**src/common/rv_isa_pkg.sv**
```systemverilog
package rv_isa_pkg;

    localparam int xlen      = 64;
    localparam int inst_w    = 32;
    localparam int reg_idx_w = 5;

    // instruction field positions
    localparam int rd_lsb     = 7;
    localparam int funct3_lsb = 12;
    localparam int rs1_lsb    = 15;
    localparam int rs2_lsb    = 20;
    localparam int funct7_lsb = 25;

    // major opcodes, inst[6:0]
    localparam logic [6:0] opc_lui       = 7'b0110111;
    localparam logic [6:0] opc_auipc     = 7'b0010111;
    localparam logic [6:0] opc_jal       = 7'b1101111;
    localparam logic [6:0] opc_jalr      = 7'b1100111;
    localparam logic [6:0] opc_branch    = 7'b1100011;
    localparam logic [6:0] opc_load      = 7'b0000011;
    localparam logic [6:0] opc_store     = 7'b0100011;
    localparam logic [6:0] opc_op_imm    = 7'b0010011;
    localparam logic [6:0] opc_op_imm_32 = 7'b0011011; // addiw and w shifts
    localparam logic [6:0] opc_op        = 7'b0110011;
    localparam logic [6:0] opc_op_32     = 7'b0111011;

    typedef enum logic [3:0] {
        cls_lui,
        cls_auipc,
        cls_jal,
        cls_jalr,
        cls_branch,
        cls_load,
        cls_store,
        cls_alu_imm,
        cls_alu_imm_w,
        cls_alu_reg,
        cls_alu_reg_w,
        cls_illegal
    } op_class_e;

    typedef enum logic [5:0] {
        op_beq, op_bne, op_blt, op_bge, op_bltu, op_bgeu,
        op_lb, op_lh, op_lw, op_ld, op_lbu, op_lhu, op_lwu,
        op_sb, op_sh, op_sw, op_sd,
        op_addi, op_slti, op_sltiu, op_xori, op_ori, op_andi,
        op_slli, op_srli, op_srai,
        op_addiw, op_slliw, op_srliw, op_sraiw,
        op_add, op_sub, op_sll, op_slt, op_sltu,
        op_xor, op_srl, op_sra, op_or, op_and,
        op_addw, op_subw, op_sllw, op_srlw, op_sraw,
        op_lui, op_auipc, op_jal, op_jalr,
        op_illegal
    } rv_op_e;

endpackage

```
**src/common/decode_pkg.sv**
```systemverilog
package decode_pkg;

    // instruction queue between fetch and the head slot
    localparam int queue_depth    = 8;
    localparam int queue_ptr_w    = 3;
    localparam int queue_cnt_w    = queue_ptr_w + 1; // counts 0..queue_depth

    // ready drops here, leaves room for pairs fetch has in flight
    localparam int queue_alm_full = 6;

    // integer register file
    localparam int reg_count      = 32;

endpackage

```
**src/common/id_slot_if.sv**
```systemverilog
interface id_slot_if;
    import rv_isa_pkg::*;

    logic              valid;
    logic [xlen-1:0]   pc;
    logic [inst_w-1:0] inst;
    logic              advance; // slot moves on this edge

    modport producer (
        output valid, pc, inst,
        input  advance
    );

    modport consumer (
        input valid, pc, inst
    );

    modport ctrl (
        input  valid, inst,
        output advance
    );

endinterface

```
**src/decode/fetch_buffer.sv**
```systemverilog
module fetch_buffer (
    input  logic                          clk,
    input  logic                          reset,
    input  logic                          flush,
    input  logic                          in_valid,
    output logic                          in_ready,
    input  logic [rv_isa_pkg::xlen-1:0]   in_pc,
    input  logic [rv_isa_pkg::inst_w-1:0] in_inst,
    id_slot_if.producer                   slot
);
    import rv_isa_pkg::*;
    import decode_pkg::*;

    logic [xlen-1:0]        q_pc   [queue_depth];
    logic [inst_w-1:0]      q_inst [queue_depth];
    logic [queue_ptr_w-1:0] wr_ptr;
    logic [queue_ptr_w-1:0] rd_ptr;
    logic [queue_cnt_w-1:0] count;
    logic                   q_empty;
    logic                   accept;
    logic                   bypass;
    logic                   q_wr;
    logic                   q_rd;

    assign q_empty  = (count == '0);
    assign in_ready = (count < queue_cnt_w'(queue_alm_full));
    assign accept   = in_valid && in_ready && !flush; // flush drops the pair too
    assign bypass   = accept && q_empty && slot.advance; // straight into the slot
    assign q_wr     = accept && !bypass;
    assign q_rd     = slot.advance && !q_empty;

    always_ff @(posedge clk) begin
        if (q_wr) begin
            q_pc[wr_ptr]   <= in_pc;
            q_inst[wr_ptr] <= in_inst;
        end
    end

    always_ff @(posedge clk) begin
        if (reset || flush) begin
            wr_ptr <= '0;
            rd_ptr <= '0;
            count  <= '0;
        end else begin
            if (q_wr) begin
                wr_ptr <= wr_ptr + 1'b1; // wraps at queue_depth
            end
            if (q_rd) begin
                rd_ptr <= rd_ptr + 1'b1;
            end
            if (q_wr && !q_rd) begin
                count <= count + 1'b1;
            end else if (q_rd && !q_wr) begin
                count <= count - 1'b1;
            end
        end
    end

    // head slot, filled from the queue first so order holds
    always_ff @(posedge clk) begin
        if (reset || flush) begin
            slot.valid <= 1'b0;
        end else if (slot.advance) begin
            slot.valid <= !q_empty || accept;
        end
    end

    always_ff @(posedge clk) begin
        if (slot.advance) begin
            if (!q_empty) begin
                slot.pc   <= q_pc[rd_ptr];
                slot.inst <= q_inst[rd_ptr];
            end else begin
                slot.pc   <= in_pc; // only meaningful when accepted
                slot.inst <= in_inst;
            end
        end
    end

endmodule

```
**src/decode/inst_decoder.sv**
```systemverilog
module inst_decoder (
    id_slot_if.consumer                      slot,
    output rv_isa_pkg::op_class_e            op_class,
    output rv_isa_pkg::rv_op_e               op,
    output logic [rv_isa_pkg::reg_idx_w-1:0] rd,
    output logic [rv_isa_pkg::reg_idx_w-1:0] rs1,
    output logic [rv_isa_pkg::reg_idx_w-1:0] rs2,
    output logic [rv_isa_pkg::xlen-1:0]      imm
);
    import rv_isa_pkg::*;

    logic [inst_w-1:0] inst;
    logic [6:0]        opcode;
    logic [2:0]        funct3;
    logic [6:0]        funct7;
    op_class_e         major_class;
    logic [xlen-1:0]   imm_i;
    logic [xlen-1:0]   imm_s;
    logic [xlen-1:0]   imm_b;
    logic [xlen-1:0]   imm_u;
    logic [xlen-1:0]   imm_j;

    assign inst   = slot.inst;
    assign opcode = inst[6:0];
    assign funct3 = inst[funct3_lsb +: 3];
    assign funct7 = inst[funct7_lsb +: 7];
    assign rd     = inst[rd_lsb +: reg_idx_w];
    assign rs1    = inst[rs1_lsb +: reg_idx_w];
    assign rs2    = inst[rs2_lsb +: reg_idx_w];

    assign imm_i = {{52{inst[31]}}, inst[31:20]};
    assign imm_s = {{52{inst[31]}}, inst[31:25], inst[11:7]};
    assign imm_b = {{51{inst[31]}}, inst[31], inst[7], inst[30:25], inst[11:8], 1'b0};
    assign imm_u = {{32{inst[31]}}, inst[31:12], 12'b0};
    assign imm_j = {{43{inst[31]}}, inst[31], inst[19:12], inst[20], inst[30:21], 1'b0};

    always_comb begin
        case (opcode)
            opc_lui:       major_class = cls_lui;
            opc_auipc:     major_class = cls_auipc;
            opc_jal:       major_class = cls_jal;
            opc_jalr:      major_class = cls_jalr;
            opc_branch:    major_class = cls_branch;
            opc_load:      major_class = cls_load;
            opc_store:     major_class = cls_store;
            opc_op_imm:    major_class = cls_alu_imm;
            opc_op_imm_32: major_class = cls_alu_imm_w;
            opc_op:        major_class = cls_alu_reg;
            opc_op_32:     major_class = cls_alu_reg_w;
            default:       major_class = cls_illegal;
        endcase
    end

    // funct7 lsb is shamt[5] for the 64-bit immediate shifts
    always_comb begin
        casez ({funct7, funct3, opcode})
            {7'b???????, 3'b???, opc_lui}:       op = op_lui;
            {7'b???????, 3'b???, opc_auipc}:     op = op_auipc;
            {7'b???????, 3'b???, opc_jal}:       op = op_jal;
            {7'b???????, 3'b000, opc_jalr}:      op = op_jalr;
            {7'b???????, 3'b000, opc_branch}:    op = op_beq;
            {7'b???????, 3'b001, opc_branch}:    op = op_bne;
            {7'b???????, 3'b100, opc_branch}:    op = op_blt;
            {7'b???????, 3'b101, opc_branch}:    op = op_bge;
            {7'b???????, 3'b110, opc_branch}:    op = op_bltu;
            {7'b???????, 3'b111, opc_branch}:    op = op_bgeu;
            {7'b???????, 3'b000, opc_load}:      op = op_lb;
            {7'b???????, 3'b001, opc_load}:      op = op_lh;
            {7'b???????, 3'b010, opc_load}:      op = op_lw;
            {7'b???????, 3'b011, opc_load}:      op = op_ld;
            {7'b???????, 3'b100, opc_load}:      op = op_lbu;
            {7'b???????, 3'b101, opc_load}:      op = op_lhu;
            {7'b???????, 3'b110, opc_load}:      op = op_lwu;
            {7'b???????, 3'b000, opc_store}:     op = op_sb;
            {7'b???????, 3'b001, opc_store}:     op = op_sh;
            {7'b???????, 3'b010, opc_store}:     op = op_sw;
            {7'b???????, 3'b011, opc_store}:     op = op_sd;
            {7'b???????, 3'b000, opc_op_imm}:    op = op_addi;
            {7'b???????, 3'b010, opc_op_imm}:    op = op_slti;
            {7'b???????, 3'b011, opc_op_imm}:    op = op_sltiu;
            {7'b???????, 3'b100, opc_op_imm}:    op = op_xori;
            {7'b???????, 3'b110, opc_op_imm}:    op = op_ori;
            {7'b???????, 3'b111, opc_op_imm}:    op = op_andi;
            {7'b000000?, 3'b001, opc_op_imm}:    op = op_slli;
            {7'b000000?, 3'b101, opc_op_imm}:    op = op_srli;
            {7'b010000?, 3'b101, opc_op_imm}:    op = op_srai;
            {7'b???????, 3'b000, opc_op_imm_32}: op = op_addiw;
            {7'b0000000, 3'b001, opc_op_imm_32}: op = op_slliw;
            {7'b0000000, 3'b101, opc_op_imm_32}: op = op_srliw;
            {7'b0100000, 3'b101, opc_op_imm_32}: op = op_sraiw;
            {7'b0000000, 3'b000, opc_op}:        op = op_add;
            {7'b0100000, 3'b000, opc_op}:        op = op_sub;
            {7'b0000000, 3'b001, opc_op}:        op = op_sll;
            {7'b0000000, 3'b010, opc_op}:        op = op_slt;
            {7'b0000000, 3'b011, opc_op}:        op = op_sltu;
            {7'b0000000, 3'b100, opc_op}:        op = op_xor;
            {7'b0000000, 3'b101, opc_op}:        op = op_srl;
            {7'b0100000, 3'b101, opc_op}:        op = op_sra;
            {7'b0000000, 3'b110, opc_op}:        op = op_or;
            {7'b0000000, 3'b111, opc_op}:        op = op_and;
            {7'b0000000, 3'b000, opc_op_32}:     op = op_addw;
            {7'b0100000, 3'b000, opc_op_32}:     op = op_subw;
            {7'b0000000, 3'b001, opc_op_32}:     op = op_sllw;
            {7'b0000000, 3'b101, opc_op_32}:     op = op_srlw;
            {7'b0100000, 3'b101, opc_op_32}:     op = op_sraw;
            default:                             op = op_illegal;
        endcase
    end

    // a bad funct field makes the whole instruction illegal
    assign op_class = (op == op_illegal) ? cls_illegal : major_class;

    always_comb begin
        case (op_class)
            cls_lui, cls_auipc: imm = imm_u;
            cls_jal:            imm = imm_j;
            cls_branch:         imm = imm_b;
            cls_store:          imm = imm_s;
            cls_jalr, cls_load, cls_alu_imm, cls_alu_imm_w: begin
                imm = imm_i; // shifts keep shamt in the low bits
            end
            default:            imm = '0; // register-register and illegal
        endcase
    end

endmodule

```
**src/decode/issue_ctrl.sv**
```systemverilog
module issue_ctrl (
    id_slot_if.ctrl                       slot,
    input  rv_isa_pkg::op_class_e         op_class,
    input  logic                          ex_stage_valid,
    input  logic [rv_isa_pkg::inst_w-1:0] ex_stage_inst,
    input  logic                          ex_ready,
    output logic                          ex_valid
);
    import rv_isa_pkg::*;

    logic [reg_idx_w-1:0] ex_rd;
    logic [reg_idx_w-1:0] rs1;
    logic [reg_idx_w-1:0] rs2;
    logic                 ex_load;
    logic                 uses_rs1;
    logic                 uses_rs2;
    logic                 rs1_hit;
    logic                 rs2_hit;
    logic                 blocked;

    assign ex_rd   = ex_stage_inst[rd_lsb +: reg_idx_w];
    assign rs1     = slot.inst[rs1_lsb +: reg_idx_w];
    assign rs2     = slot.inst[rs2_lsb +: reg_idx_w];
    assign ex_load = (ex_stage_inst[6:0] == opc_load) && (ex_rd != '0);

    assign uses_rs1 = !(op_class inside {cls_lui, cls_auipc, cls_jal});
    assign uses_rs2 = op_class inside {cls_branch, cls_store, cls_alu_reg, cls_alu_reg_w};

    assign rs1_hit = uses_rs1 && (ex_rd == rs1);
    assign rs2_hit = uses_rs2 && (ex_rd == rs2);

    // load data is not there until after execute, hold one cycle
    assign blocked = slot.valid && ex_stage_valid && ex_load && (rs1_hit || rs2_hit);

    assign ex_valid     = slot.valid && !blocked;
    assign slot.advance = !slot.valid || (ex_valid && ex_ready); // empty slot always refills

endmodule

```
**src/hdl/reg_file.sv**
```systemverilog
module reg_file (
    input  logic                             clk,
    input  logic                             reset,
    id_slot_if.consumer                      slot,
    input  logic                             wb_en,
    input  logic [rv_isa_pkg::reg_idx_w-1:0] wb_rd,
    input  logic [rv_isa_pkg::xlen-1:0]      wb_data,
    output logic [rv_isa_pkg::xlen-1:0]      src_a,
    output logic [rv_isa_pkg::xlen-1:0]      src_b
);
    import rv_isa_pkg::*;
    import decode_pkg::*;

    logic [xlen-1:0]      regs [1:reg_count-1]; // x0 has no storage
    logic [reg_idx_w-1:0] rs1;
    logic [reg_idx_w-1:0] rs2;

    assign rs1 = slot.inst[rs1_lsb +: reg_idx_w];
    assign rs2 = slot.inst[rs2_lsb +: reg_idx_w];

    always_ff @(posedge clk) begin
        if (reset) begin
            for (int i = 1; i < reg_count; i++) begin
                regs[i] <= '0;
            end
        end else if (wb_en && (wb_rd != '0)) begin
            regs[wb_rd] <= wb_data;
        end
    end

    // reads see a write only after its edge
    assign src_a = (rs1 == '0) ? '0 : regs[rs1];
    assign src_b = (rs2 == '0) ? '0 : regs[rs2];

endmodule

```
**src/hdl/decode_stage.sv**
```systemverilog
module decode_stage (
    input  logic                             clk,
    input  logic                             reset,
    input  logic                             flush,
    input  logic                             in_valid,
    output logic                             in_ready,
    input  logic [rv_isa_pkg::xlen-1:0]      in_pc,
    input  logic [rv_isa_pkg::inst_w-1:0]    in_inst,
    input  logic                             wb_en,
    input  logic [rv_isa_pkg::reg_idx_w-1:0] wb_rd,
    input  logic [rv_isa_pkg::xlen-1:0]      wb_data,
    input  logic                             ex_stage_valid,
    input  logic [rv_isa_pkg::inst_w-1:0]    ex_stage_inst,
    output logic                             ex_valid,
    input  logic                             ex_ready,
    output logic [rv_isa_pkg::xlen-1:0]      ex_pc,
    output logic [rv_isa_pkg::inst_w-1:0]    ex_inst,
    output rv_isa_pkg::op_class_e            op_class,
    output rv_isa_pkg::rv_op_e               op,
    output logic [rv_isa_pkg::reg_idx_w-1:0] rd,
    output logic [rv_isa_pkg::xlen-1:0]      imm,
    output logic [rv_isa_pkg::xlen-1:0]      src_a,
    output logic [rv_isa_pkg::xlen-1:0]      src_b
);

    id_slot_if slot ();

    fetch_buffer u_fetch_buffer (
        .clk      (clk),
        .reset    (reset),
        .flush    (flush),
        .in_valid (in_valid),
        .in_ready (in_ready),
        .in_pc    (in_pc),
        .in_inst  (in_inst),
        .slot     (slot.producer)
    );

    inst_decoder u_inst_decoder (
        .slot     (slot.consumer),
        .op_class (op_class),
        .op       (op),
        .rd       (rd),
        .rs1      (), // register file takes the indices from the slot itself
        .rs2      (),
        .imm      (imm)
    );

    reg_file u_reg_file (
        .clk     (clk),
        .reset   (reset),
        .slot    (slot.consumer),
        .wb_en   (wb_en),
        .wb_rd   (wb_rd),
        .wb_data (wb_data),
        .src_a   (src_a),
        .src_b   (src_b)
    );

    issue_ctrl u_issue_ctrl (
        .slot           (slot.ctrl),
        .op_class       (op_class),
        .ex_stage_valid (ex_stage_valid),
        .ex_stage_inst  (ex_stage_inst),
        .ex_ready       (ex_ready),
        .ex_valid       (ex_valid)
    );

    assign ex_pc   = slot.pc;
    assign ex_inst = slot.inst;

endmodule

```
**config.mk**
```make
export PLATFORM = sky130hd
export DESIGN_NAME = decode_stage
export DESIGN_NICKNAME = d
export VERILOG_FILES = /design/src/common/rv_isa_pkg.sv /design/src/common/decode_pkg.sv /design/src/common/id_slot_if.sv /design/src/decode/fetch_buffer.sv /design/src/decode/inst_decoder.sv /design/src/decode/issue_ctrl.sv /design/src/hdl/reg_file.sv /design/src/hdl/decode_stage.sv
export SDC_FILE = /design/constraint.sdc
export NUM_CORES = 2
export LEC_CHECK = 0
export BUFFER_PORTS_ARGS = -buffer_cell sky130_fd_sc_hd__buf_2
export CORE_MARGIN = 1.5
export CORE_UTILIZATION = 49
export DETAILED_ROUTE_END_ITERATION = 10
export MAX_ROUTING_LAYER = met4
export PLACE_DENSITY = 0.65
export SETUP_SLACK_MARGIN = 0.5
export SLEW_MARGIN = 25
export SYNTH_ARGS = -nofsm -noshare
export SYNTH_HDL_FRONTEND = slang
export SYNTH_HIERARCHICAL = 1
export SYNTH_SLANG_ARGS = --single-unit
```
**constraint.sdc**
```tcl
create_clock -name clk -period 18.7 [get_ports clk]
set_clock_uncertainty 0.05 [all_clocks]
set_input_delay 1.87 -clock clk [delete_from_list [all_inputs] [get_ports clk]]
set_output_delay 1.87 -clock clk [all_outputs]
set_load 0.02 [all_outputs]
```
# ---- Word level (Yosys, flattened, before mapping)
# Memories as Yosys holds them, arrays and structs flattened. A register that Yosys moved wholly into a read port is not among the register bits.
# Index checks and enable logic that the tools add are counted.
dict set report op_classes {
  add_sub_neg 4
  multipliers 0
  div_mod_pow 0
  n_lt_le_gt_ge 1
  eq_ne 71
  shift 0
  mux 26
  bitwise_logic 0
  n_reduce_logical 41
}
# op n
set ops {}
lappend ops {{$pmux 64 s5} 1}
lappend ops {{$pmux 6 s49} 1}
lappend ops {{$mux 64} 4}
lappend ops {{$eq 17x10->1 const B} 6}
lappend ops {{$eq 10x10->1 const B} 10}
lappend ops {{$eq 17x16->1 const B} 5}
lappend ops {{$reduce_or 64->1} 1}
lappend ops {{$eq 10x9->1 const B} 6}
lappend ops {{$eq 17x8->1 const B} 3}
lappend ops {{$pmux 4 s11} 1}
lappend ops {{$eq 17x6->1 const B} 2}
lappend ops {{$eq 17x9->1 const B} 2}
lappend ops {{$mux 32} 1}
lappend ops {{$eq 10x8->1 const B} 3}
lappend ops {{$eq 7x6->1 const B} 4}
lappend ops {{$eq 7x5->1 const B} 3}
lappend ops {{$eq 7x7->1 const B} 3}
lappend ops {{$eq 10x5->1 const B} 2}
lappend ops {{$eq 10x7->1 const B} 2}
lappend ops {{$logic_and 1x1->1} 17}
lappend ops {{$eq 16x10->1 const B} 1}
lappend ops {{$eq 16x15->1 const B} 1}
lappend ops {{$eq 16x8->1 const B} 1}
lappend ops {{$eq 4x3->1 const B} 4}
lappend ops {{other kinds (26)} 59}
dict set report totals {
  regBits 107
  latch_bits 0
  ram_bits 2752
  romBits 0
  inputBits 204
  output_inout_bits 305
  word_cells 152
  n_memories 3
}
# memory depth word_bits rd rd_clocked_by_memory_dff wr line_no
set memory_table {}
lappend memory_table {u_reg_file.regs 31 64 2 2 31 reg_file.sv:14} ;# logic [xlen-1:0] regs [1:reg_count-1];
lappend memory_table {u_fetch_buffer.q_pc 8 64 1 1 1 fetch_buffer.sv:14} ;# logic [xlen-1:0] q_pc [queue_depth];
lappend memory_table {u_fetch_buffer.q_inst 8 32 1 1 1 fetch_buffer.sv:15} ;# logic [inst_w-1:0] q_inst [queue_depth];

# ---- Longest topological paths before layout
dict set report depth {
  depth_word 21
  mapped_depth 23
  mapped_depth_nobuf 20
}

# ---- Modules after synthesis
# The synthesis kept the hierarchy.
# module n_inst cells_each area_each_um2 seq_area_each_um2
set by_module_without_submodules {}
lappend by_module_without_submodules {reg_file 1 7055 108256.3 61499.0}
lappend by_module_without_submodules {fetch_buffer 1 1823 33821.2 26225.2}
lappend by_module_without_submodules {inst_decoder 1 322 2021.9 0.0}
lappend by_module_without_submodules {issue_ctrl 1 31 227.7 0.0}

# ---- Worst setup path after synthesis
# OpenSTA, ideal clock, no wires.
dict set report synth_path {
  path_type {register -> register}
  startpoint {register u_fetch_buffer.slot.inst[12]}
  endpoint {memory u_fetch_buffer.q_inst[0][0], enable pin}
  setup_ns 0.786
  t_arrival_ns 14.543
  t_required_ns 17.864
  path_slack_ns 3.321
  stages_incl_launch_ff 16
  path_buffers 2
  synth_period_minus_slack_ns 15.379
  cell_sequence {edfxtp_1 -> buf_2 -> or3b_1 -> a211o_1 -> o32ai_1 -> a31o_2 -> nor4_4 -> buf_2 -> or3_1 -> nor4bb_1 -> nor3_1 -> nor3_1 -> o21ai_1 -> nand2_1 -> nand2_2 -> nor4_1}
}
dict set report synth_between {
  elab_chain_cells 19
  word_cells_on_any_way 72
  classes_between {53 x eq/ne; 4 x mux; 15 x reduce/logical}
}
# item line_no
set synth_lines {}
lappend synth_lines {{start: declaration} id_slot_if.sv:10} ;# output valid, pc, inst,
lappend synth_lines {{start signal: assignment} fetch_buffer.sv:72} ;# slot.inst <= q_inst[rd_ptr];
lappend synth_lines {{start signal: assignment} fetch_buffer.sv:75} ;# slot.inst <= in_inst;
lappend synth_lines {{$eq 17x16->1 (tied with other cells)} inst_decoder.sv:56} ;# casez ({funct7, funct3, opcode})
lappend synth_lines {{$pmux 6 s49 (*)} inst_decoder.sv:56}
lappend synth_lines {{$eq 6x6->1 (*)} inst_decoder.sv:111} ;# assign op_class = (op == op_illegal) ? cls_illegal : major_class;
lappend synth_lines {{$mux 4 (*)} inst_decoder.sv:111}
lappend synth_lines {{named net op_class[1]} decode_stage.sv:18} ;# output rv_isa_pkg::op_class_e op_class,
lappend synth_lines {{$eq 4x1->1 (tied with other cells)} issue_ctrl.sv:26} ;# assign uses_rs1 = !(op_class inside {cls_lui, cls_auipc, cls_jal});
lappend synth_lines {{$reduce_bool 3->1} issue_ctrl.sv:26}
lappend synth_lines {{$logic_not 1->1} issue_ctrl.sv:26}
lappend synth_lines {{[... 5 more ...]} n/a}
lappend synth_lines {{$logic_and 1x1->1 (*)} issue_ctrl.sv:36} ;# assign slot.advance = !slot.valid || (ex_valid && ex_ready);
lappend synth_lines {{$logic_or 1x1->1 (*)} issue_ctrl.sv:36}
lappend synth_lines {{named net slot.advance} id_slot_if.sv:7} ;# logic advance;
lappend synth_lines {{$logic_and 1x1->1 (*)} fetch_buffer.sv:28} ;# assign bypass = accept && q_empty && slot.advance;
lappend synth_lines {{$logic_not 1->1 (*)} fetch_buffer.sv:29} ;# assign q_wr = accept && !bypass;
lappend synth_lines {{$logic_and 1x1->1 (*)} fetch_buffer.sv:29}
lappend synth_lines {{$mux 1 (*)} fetch_buffer.sv:33} ;# if (q_wr) begin
lappend synth_lines {{$mux 1 (not written as such) (*)} fetch_buffer.sv:35} ;# q_inst[wr_ptr] <= in_inst;
lappend synth_lines {{end: declaration} fetch_buffer.sv:15}
# The timed path passes the listed nets; every way through them passes the cells marked *.

# ---- Worst setup path after layout
dict set report layout_path {
  startpoint {register u_fetch_buffer.slot.inst[16]}
  endpoint {output port src_a[26] (netlist name)}
}
dict set report layout_between {
  elab_chain_cells 2
}
# item line_no
set layout_lines {}
lappend layout_lines {{$logic_not 5->1} reg_file.sv:32} ;# assign src_a = (rs1 == '0) ? '0 : regs[rs1];
lappend layout_lines {{$mux 64} reg_file.sv:32}
lappend layout_lines {{end: declaration} decode_stage.sv:22} ;# output logic [rv_isa_pkg::xlen-1:0] src_a,
# No other way between the ends.

==> reports/summary.md <==
The fraction of power consumed by sequential logic came out at 33.1%. The half-perimeter wire length of the detailed placement result is 274000 um. The finished cells cover 160000 um^2.

The clock net in this run drives a total of 2926 sinks. After detailed placement, the total cell area comes to 150000 um^2. The first detailed-routing pass took 8 iterations. The critical path buffer and inverter count was 6. The cell area that synthesis handed to floorplanning was 144000 um^2. Per report_power, the clock group accounts for 25.3% of the total. The internal power component is 0.0150 W, and the average cell area after synthesis is 15.6 um^2. Final number of hold-violating endpoints: 0.

Routability-driven placement finished with a final weighted congestion of 0.918. The post-route clock period utilization is 47.1%, and the fraction of final layout cells with drive strength greater than 1 is 26.1%. CTS built an H-tree with a depth of 5. The switching part of the total power was 38.2%; the post-layout total power was 0.0243 W.

The tools report the root buffer selected by CTS as sky130_fd_sc_hd__clkbuf_16. Synthesis produced 9221 cells. After clock tree synthesis, the flow added hold-fix buffers numbering 0. TritonCTS built the clock tree. Row generation in the floorplan step produced 199 rows.

Data on the critical path is required at its endpoint by 16.78 ns. The clock period minus worst slack was 8.81 ns; the initial standard-cell utilization of the core was 49.2%. For this design the total switching power over the nets is 0.00929 W. Total grt overflow: 0. The power per unit of standard cell area was 152 nW/um^2; the maximum fanout encountered on the critical timing path was 57. The run gives 9.89 ns as the setup slack of the critical path after layout. The tools report the post-CTS setup buffer count as 0.

The total count of max-transition violations in the final report was 0. After clock tree synthesis, the clock-pin slew on the worst setup and hold paths is 0.06 ns. The kind of capture point of the worst setup path is an output port. Per report_power, the combinational group accounts for 41.6% of the total. In this run, CTS created clock tree buffers numbering 322. The wire length of the first global-routing pass was 688000 um; the signed area change from the synthesized netlist to the final layout was 11.2%. The height of the die works out to 546 um.

In this run, the number of DRC markers left after iteration 0 of detailed routing was 15519. Type of the tightest min-delay check: reg2reg. The routed layout has 92141 vias.

The tools report the end-of-flow core utilization as 54.7%. The run gives 0 as the number of gates resized after cts. The tools report the upper clock frequency limit as 0.114 GHz.

The sort of element at the start of the critical path is a register. The floorplan step defined a core boundary enclosing 293000 um^2. By instance count, the cell type seen most on the critical path is sky130_fd_sc_hd__buf_4.

Global routing used 33.7% of the available tracks. The final sum of negative setup slack was 0 ns; the final setup violation count was 0. The tools report the via count of the first global-routing pass as 90396. For the number of violations of the max-capacitance limit, the log shows 0.

The die area is 298000 um^2, and the insertion delay to the later sink of the worst-skew pair is 0.92 ns. IR analysis of the VDD net gives a maximum drop of 173 uV. The Yosys step of the flow raised 6 warnings. Among cell families on the critical path, the largest total delay comes from buffers and inverters. Walking the worst path, the cells encountered are buf_4, buf_4, buf_4, buf_4, buf_4, mux4_2, mux4_2, a21o_1, buf_2.

The worst setup path category is reg2out. Once detail routing completed, the nets flagged for antenna violations numbered 0. For the detailed-route DRC error count, the log shows 0. Setup repair after global routing left no endpoint under its margin. The width of the die works out to 546 um. The run finished with clean final reports.

Counting along the longest clock path gives a buffer depth of 4. The detailed-route wire length is 496000 um, and the slew at the pin closest to its max-slew limit is 1.22 ns. Prior to clock tree synthesis, the placed netlist has a worst setup slack of 11.01 ns. The run gives 131 as the initial antenna violation count.

The number of I/O port buffers works out to 488. After detailed routing, the number of vias per cell comes to 6.74. For the worst setup path, the data arrival time is 6.89 ns. Entering global routing, the biggest net connects 144 pins. For this design the static power due to leakage is 54.8 nW. The final layout contains 9596 nets. Pin placement for this block handled 509 I/O pins. Among all stages on the critical path, the largest delay is contributed by sky130_fd_sc_hd__buf_4. In this design, the stage delay of the slowest critical-path cell is 0.85 ns.

The worst pin sits at a relative slew slack of 18.8%. Dividing the detail-routed wire length by the instance count gives 36.3 um. The layout has 23310 filler cells.
==> sequential cells by signal, summed over array words and instances, names as in the netlist, named ones only <==
name	flops
u_fetch_buffer/wr_ptr	3
u_fetch_buffer/q_inst	256
u_reg_file/regs	2048
u_fetch_buffer/rd_ptr	3
u_fetch_buffer/slot.pc	64
u_fetch_buffer/count	4
u_fetch_buffer/slot.valid	1
u_fetch_buffer/slot.inst	32
u_fetch_buffer/q_pc	512
==> metrics by stage <==
step,instances,hold slack [ns]
global placement,12973,0.434
global route,13634,0.487
CTS,13552,0.441
detailed placement,12976,0.434
finish,13678,0.455
floorplan,9284,0.404
==> metal layers <==
layer | vias to the layer above | track usage, % | share of wire, %
met2 | 7185 | 51.2 | 46
met5 | - | - | 0
met4 | 0 | 15.2 | 4.9
li1 | 36315 | - | -
met1 | 47272 | 42.2 | 35
met3 | 1369 | 9.30 | 14
==> power groups by stage <==
stage / sequential (W) / clock [W] / combinational, W
4_1_cts: 0.00803 / 0.00621 / 0.00988
2_1_floorplan: 0.00814 / 0 / 0.00640
3_5_place_dp: 0.00816 / 0 / 0.00985
3_3_place_gp: 0.00813 / 0 / 0.00980
6_report: 0.00805 / 0.00616 / 0.0101
5_1_grt: 0.00808 / 0.00645 / 0.0104
==> layout by cell type (no fill, tap or decap), types with 16 or more instances in the layout <==
cell and count:
sky130_fd_sc_hd__a221oi_1 57, sky130_fd_sc_hd__buf_4 226, sky130_fd_sc_hd__a21o_1 42, sky130_fd_sc_hd__clkbuf_1 82, sky130_fd_sc_hd__o21ai_1 115, sky130_fd_sc_hd__mux4_2 906, sky130_fd_sc_hd__nand3_1 46, sky130_fd_sc_hd__a22o_1 30
sky130_fd_sc_hd__o211ai_1 32, sky130_fd_sc_hd__buf_2 489, sky130_fd_sc_hd__bufinv_16 18, sky130_fd_sc_hd__conb_1 64, sky130_fd_sc_hd__and2_1 1990, sky130_fd_sc_hd__clkinv_1 66, sky130_fd_sc_hd__mux2_2 312, sky130_fd_sc_hd__a21oi_1 85
sky130_fd_sc_hd__nor2_4 41, sky130_fd_sc_hd__and3_1 33, sky130_fd_sc_hd__or2_4 33, sky130_fd_sc_hd__o221ai_1 128, sky130_fd_sc_hd__clkbuf_16 325, sky130_fd_sc_hd__a22oi_1 148, sky130_fd_sc_hd__o2111ai_1 30, sky130_fd_sc_hd__a221o_1 23
sky130_fd_sc_hd__clkinv_2 52, sky130_fd_sc_hd__diode_2 121, sky130_fd_sc_hd__o21ai_0 23, sky130_fd_sc_hd__mux2i_1 559, sky130_fd_sc_hd__buf_12 16, sky130_fd_sc_hd__o22ai_1 127, sky130_fd_sc_hd__nand2_1 232, sky130_fd_sc_hd__a32oi_1 30
sky130_fd_sc_hd__nor2_1 55, sky130_fd_sc_hd__edfxtp_1 2912
==> worst reg2reg max path, stage by stage (launching register included) <==
cell,delay [ns]
sky130_fd_sc_hd__edfxtp_1,0.72
sky130_fd_sc_hd__nand4bb_1,0.66
sky130_fd_sc_hd__nor4_2,0.80
sky130_fd_sc_hd__nor2_1,0.14
sky130_fd_sc_hd__o311ai_2,0.18
sky130_fd_sc_hd__nor4_4,0.19
sky130_fd_sc_hd__or3_1,0.45
sky130_fd_sc_hd__nor4bb_1,0.35
sky130_fd_sc_hd__nor3_1,0.14
sky130_fd_sc_hd__nor3_1,0.32
sky130_fd_sc_hd__o21ai_4,0.13
sky130_fd_sc_hd__nand2_1,0.11
sky130_fd_sc_hd__nand2_2,0.16
sky130_fd_sc_hd__inv_2,0.16
sky130_fd_sc_hd__nand2_1,0.23
sky130_fd_sc_hd__nor2_4,0.73
sky130_fd_sc_hd__buf_4,0.79
sky130_fd_sc_hd__buf_4,0.72
==> final timing paths <==
path | start | depth (start not counted) | endpoint | slack, ns
min | u_fetch_buffer/rd_ptr[1]$_SDFFE_PP0P_ | 2 | u_fetch_buffer/rd_ptr[1]$_SDFFE_PP0P_ | 0.46
min reg2reg | u_fetch_buffer/rd_ptr[1]$_SDFFE_PP0P_ | 2 | u_fetch_buffer/rd_ptr[1]$_SDFFE_PP0P_ | 0.46
max | u_fetch_buffer/slot.inst[16]$_DFFE_PP_ | 9 | src_a[26] | 9.89
max reg2reg | u_fetch_buffer/slot.inst[3]$_DFFE_PP_ | 17 | u_fetch_buffer/q_pc[5][10]$_DFFE_PP_ | 11.27
==> cell type report <==
class | count | area [um^2] | area share (%)
inverters | 14 | 53.8 | 0.0335
clock inverters | 167 | 1530 | 0.956
flip-flops and latches | 2926 | 87700 | 54.7
repair buffers | 737 | 4600 | 2.87
diodes | 121 | 303 | 0.189
clock buffers | 409 | 8470 | 5.28
multi-input cells | 5385 | 52800 | 32.9
well taps | 3919 | 4900 | 3.06
Power figures use the tool's default switching activity.
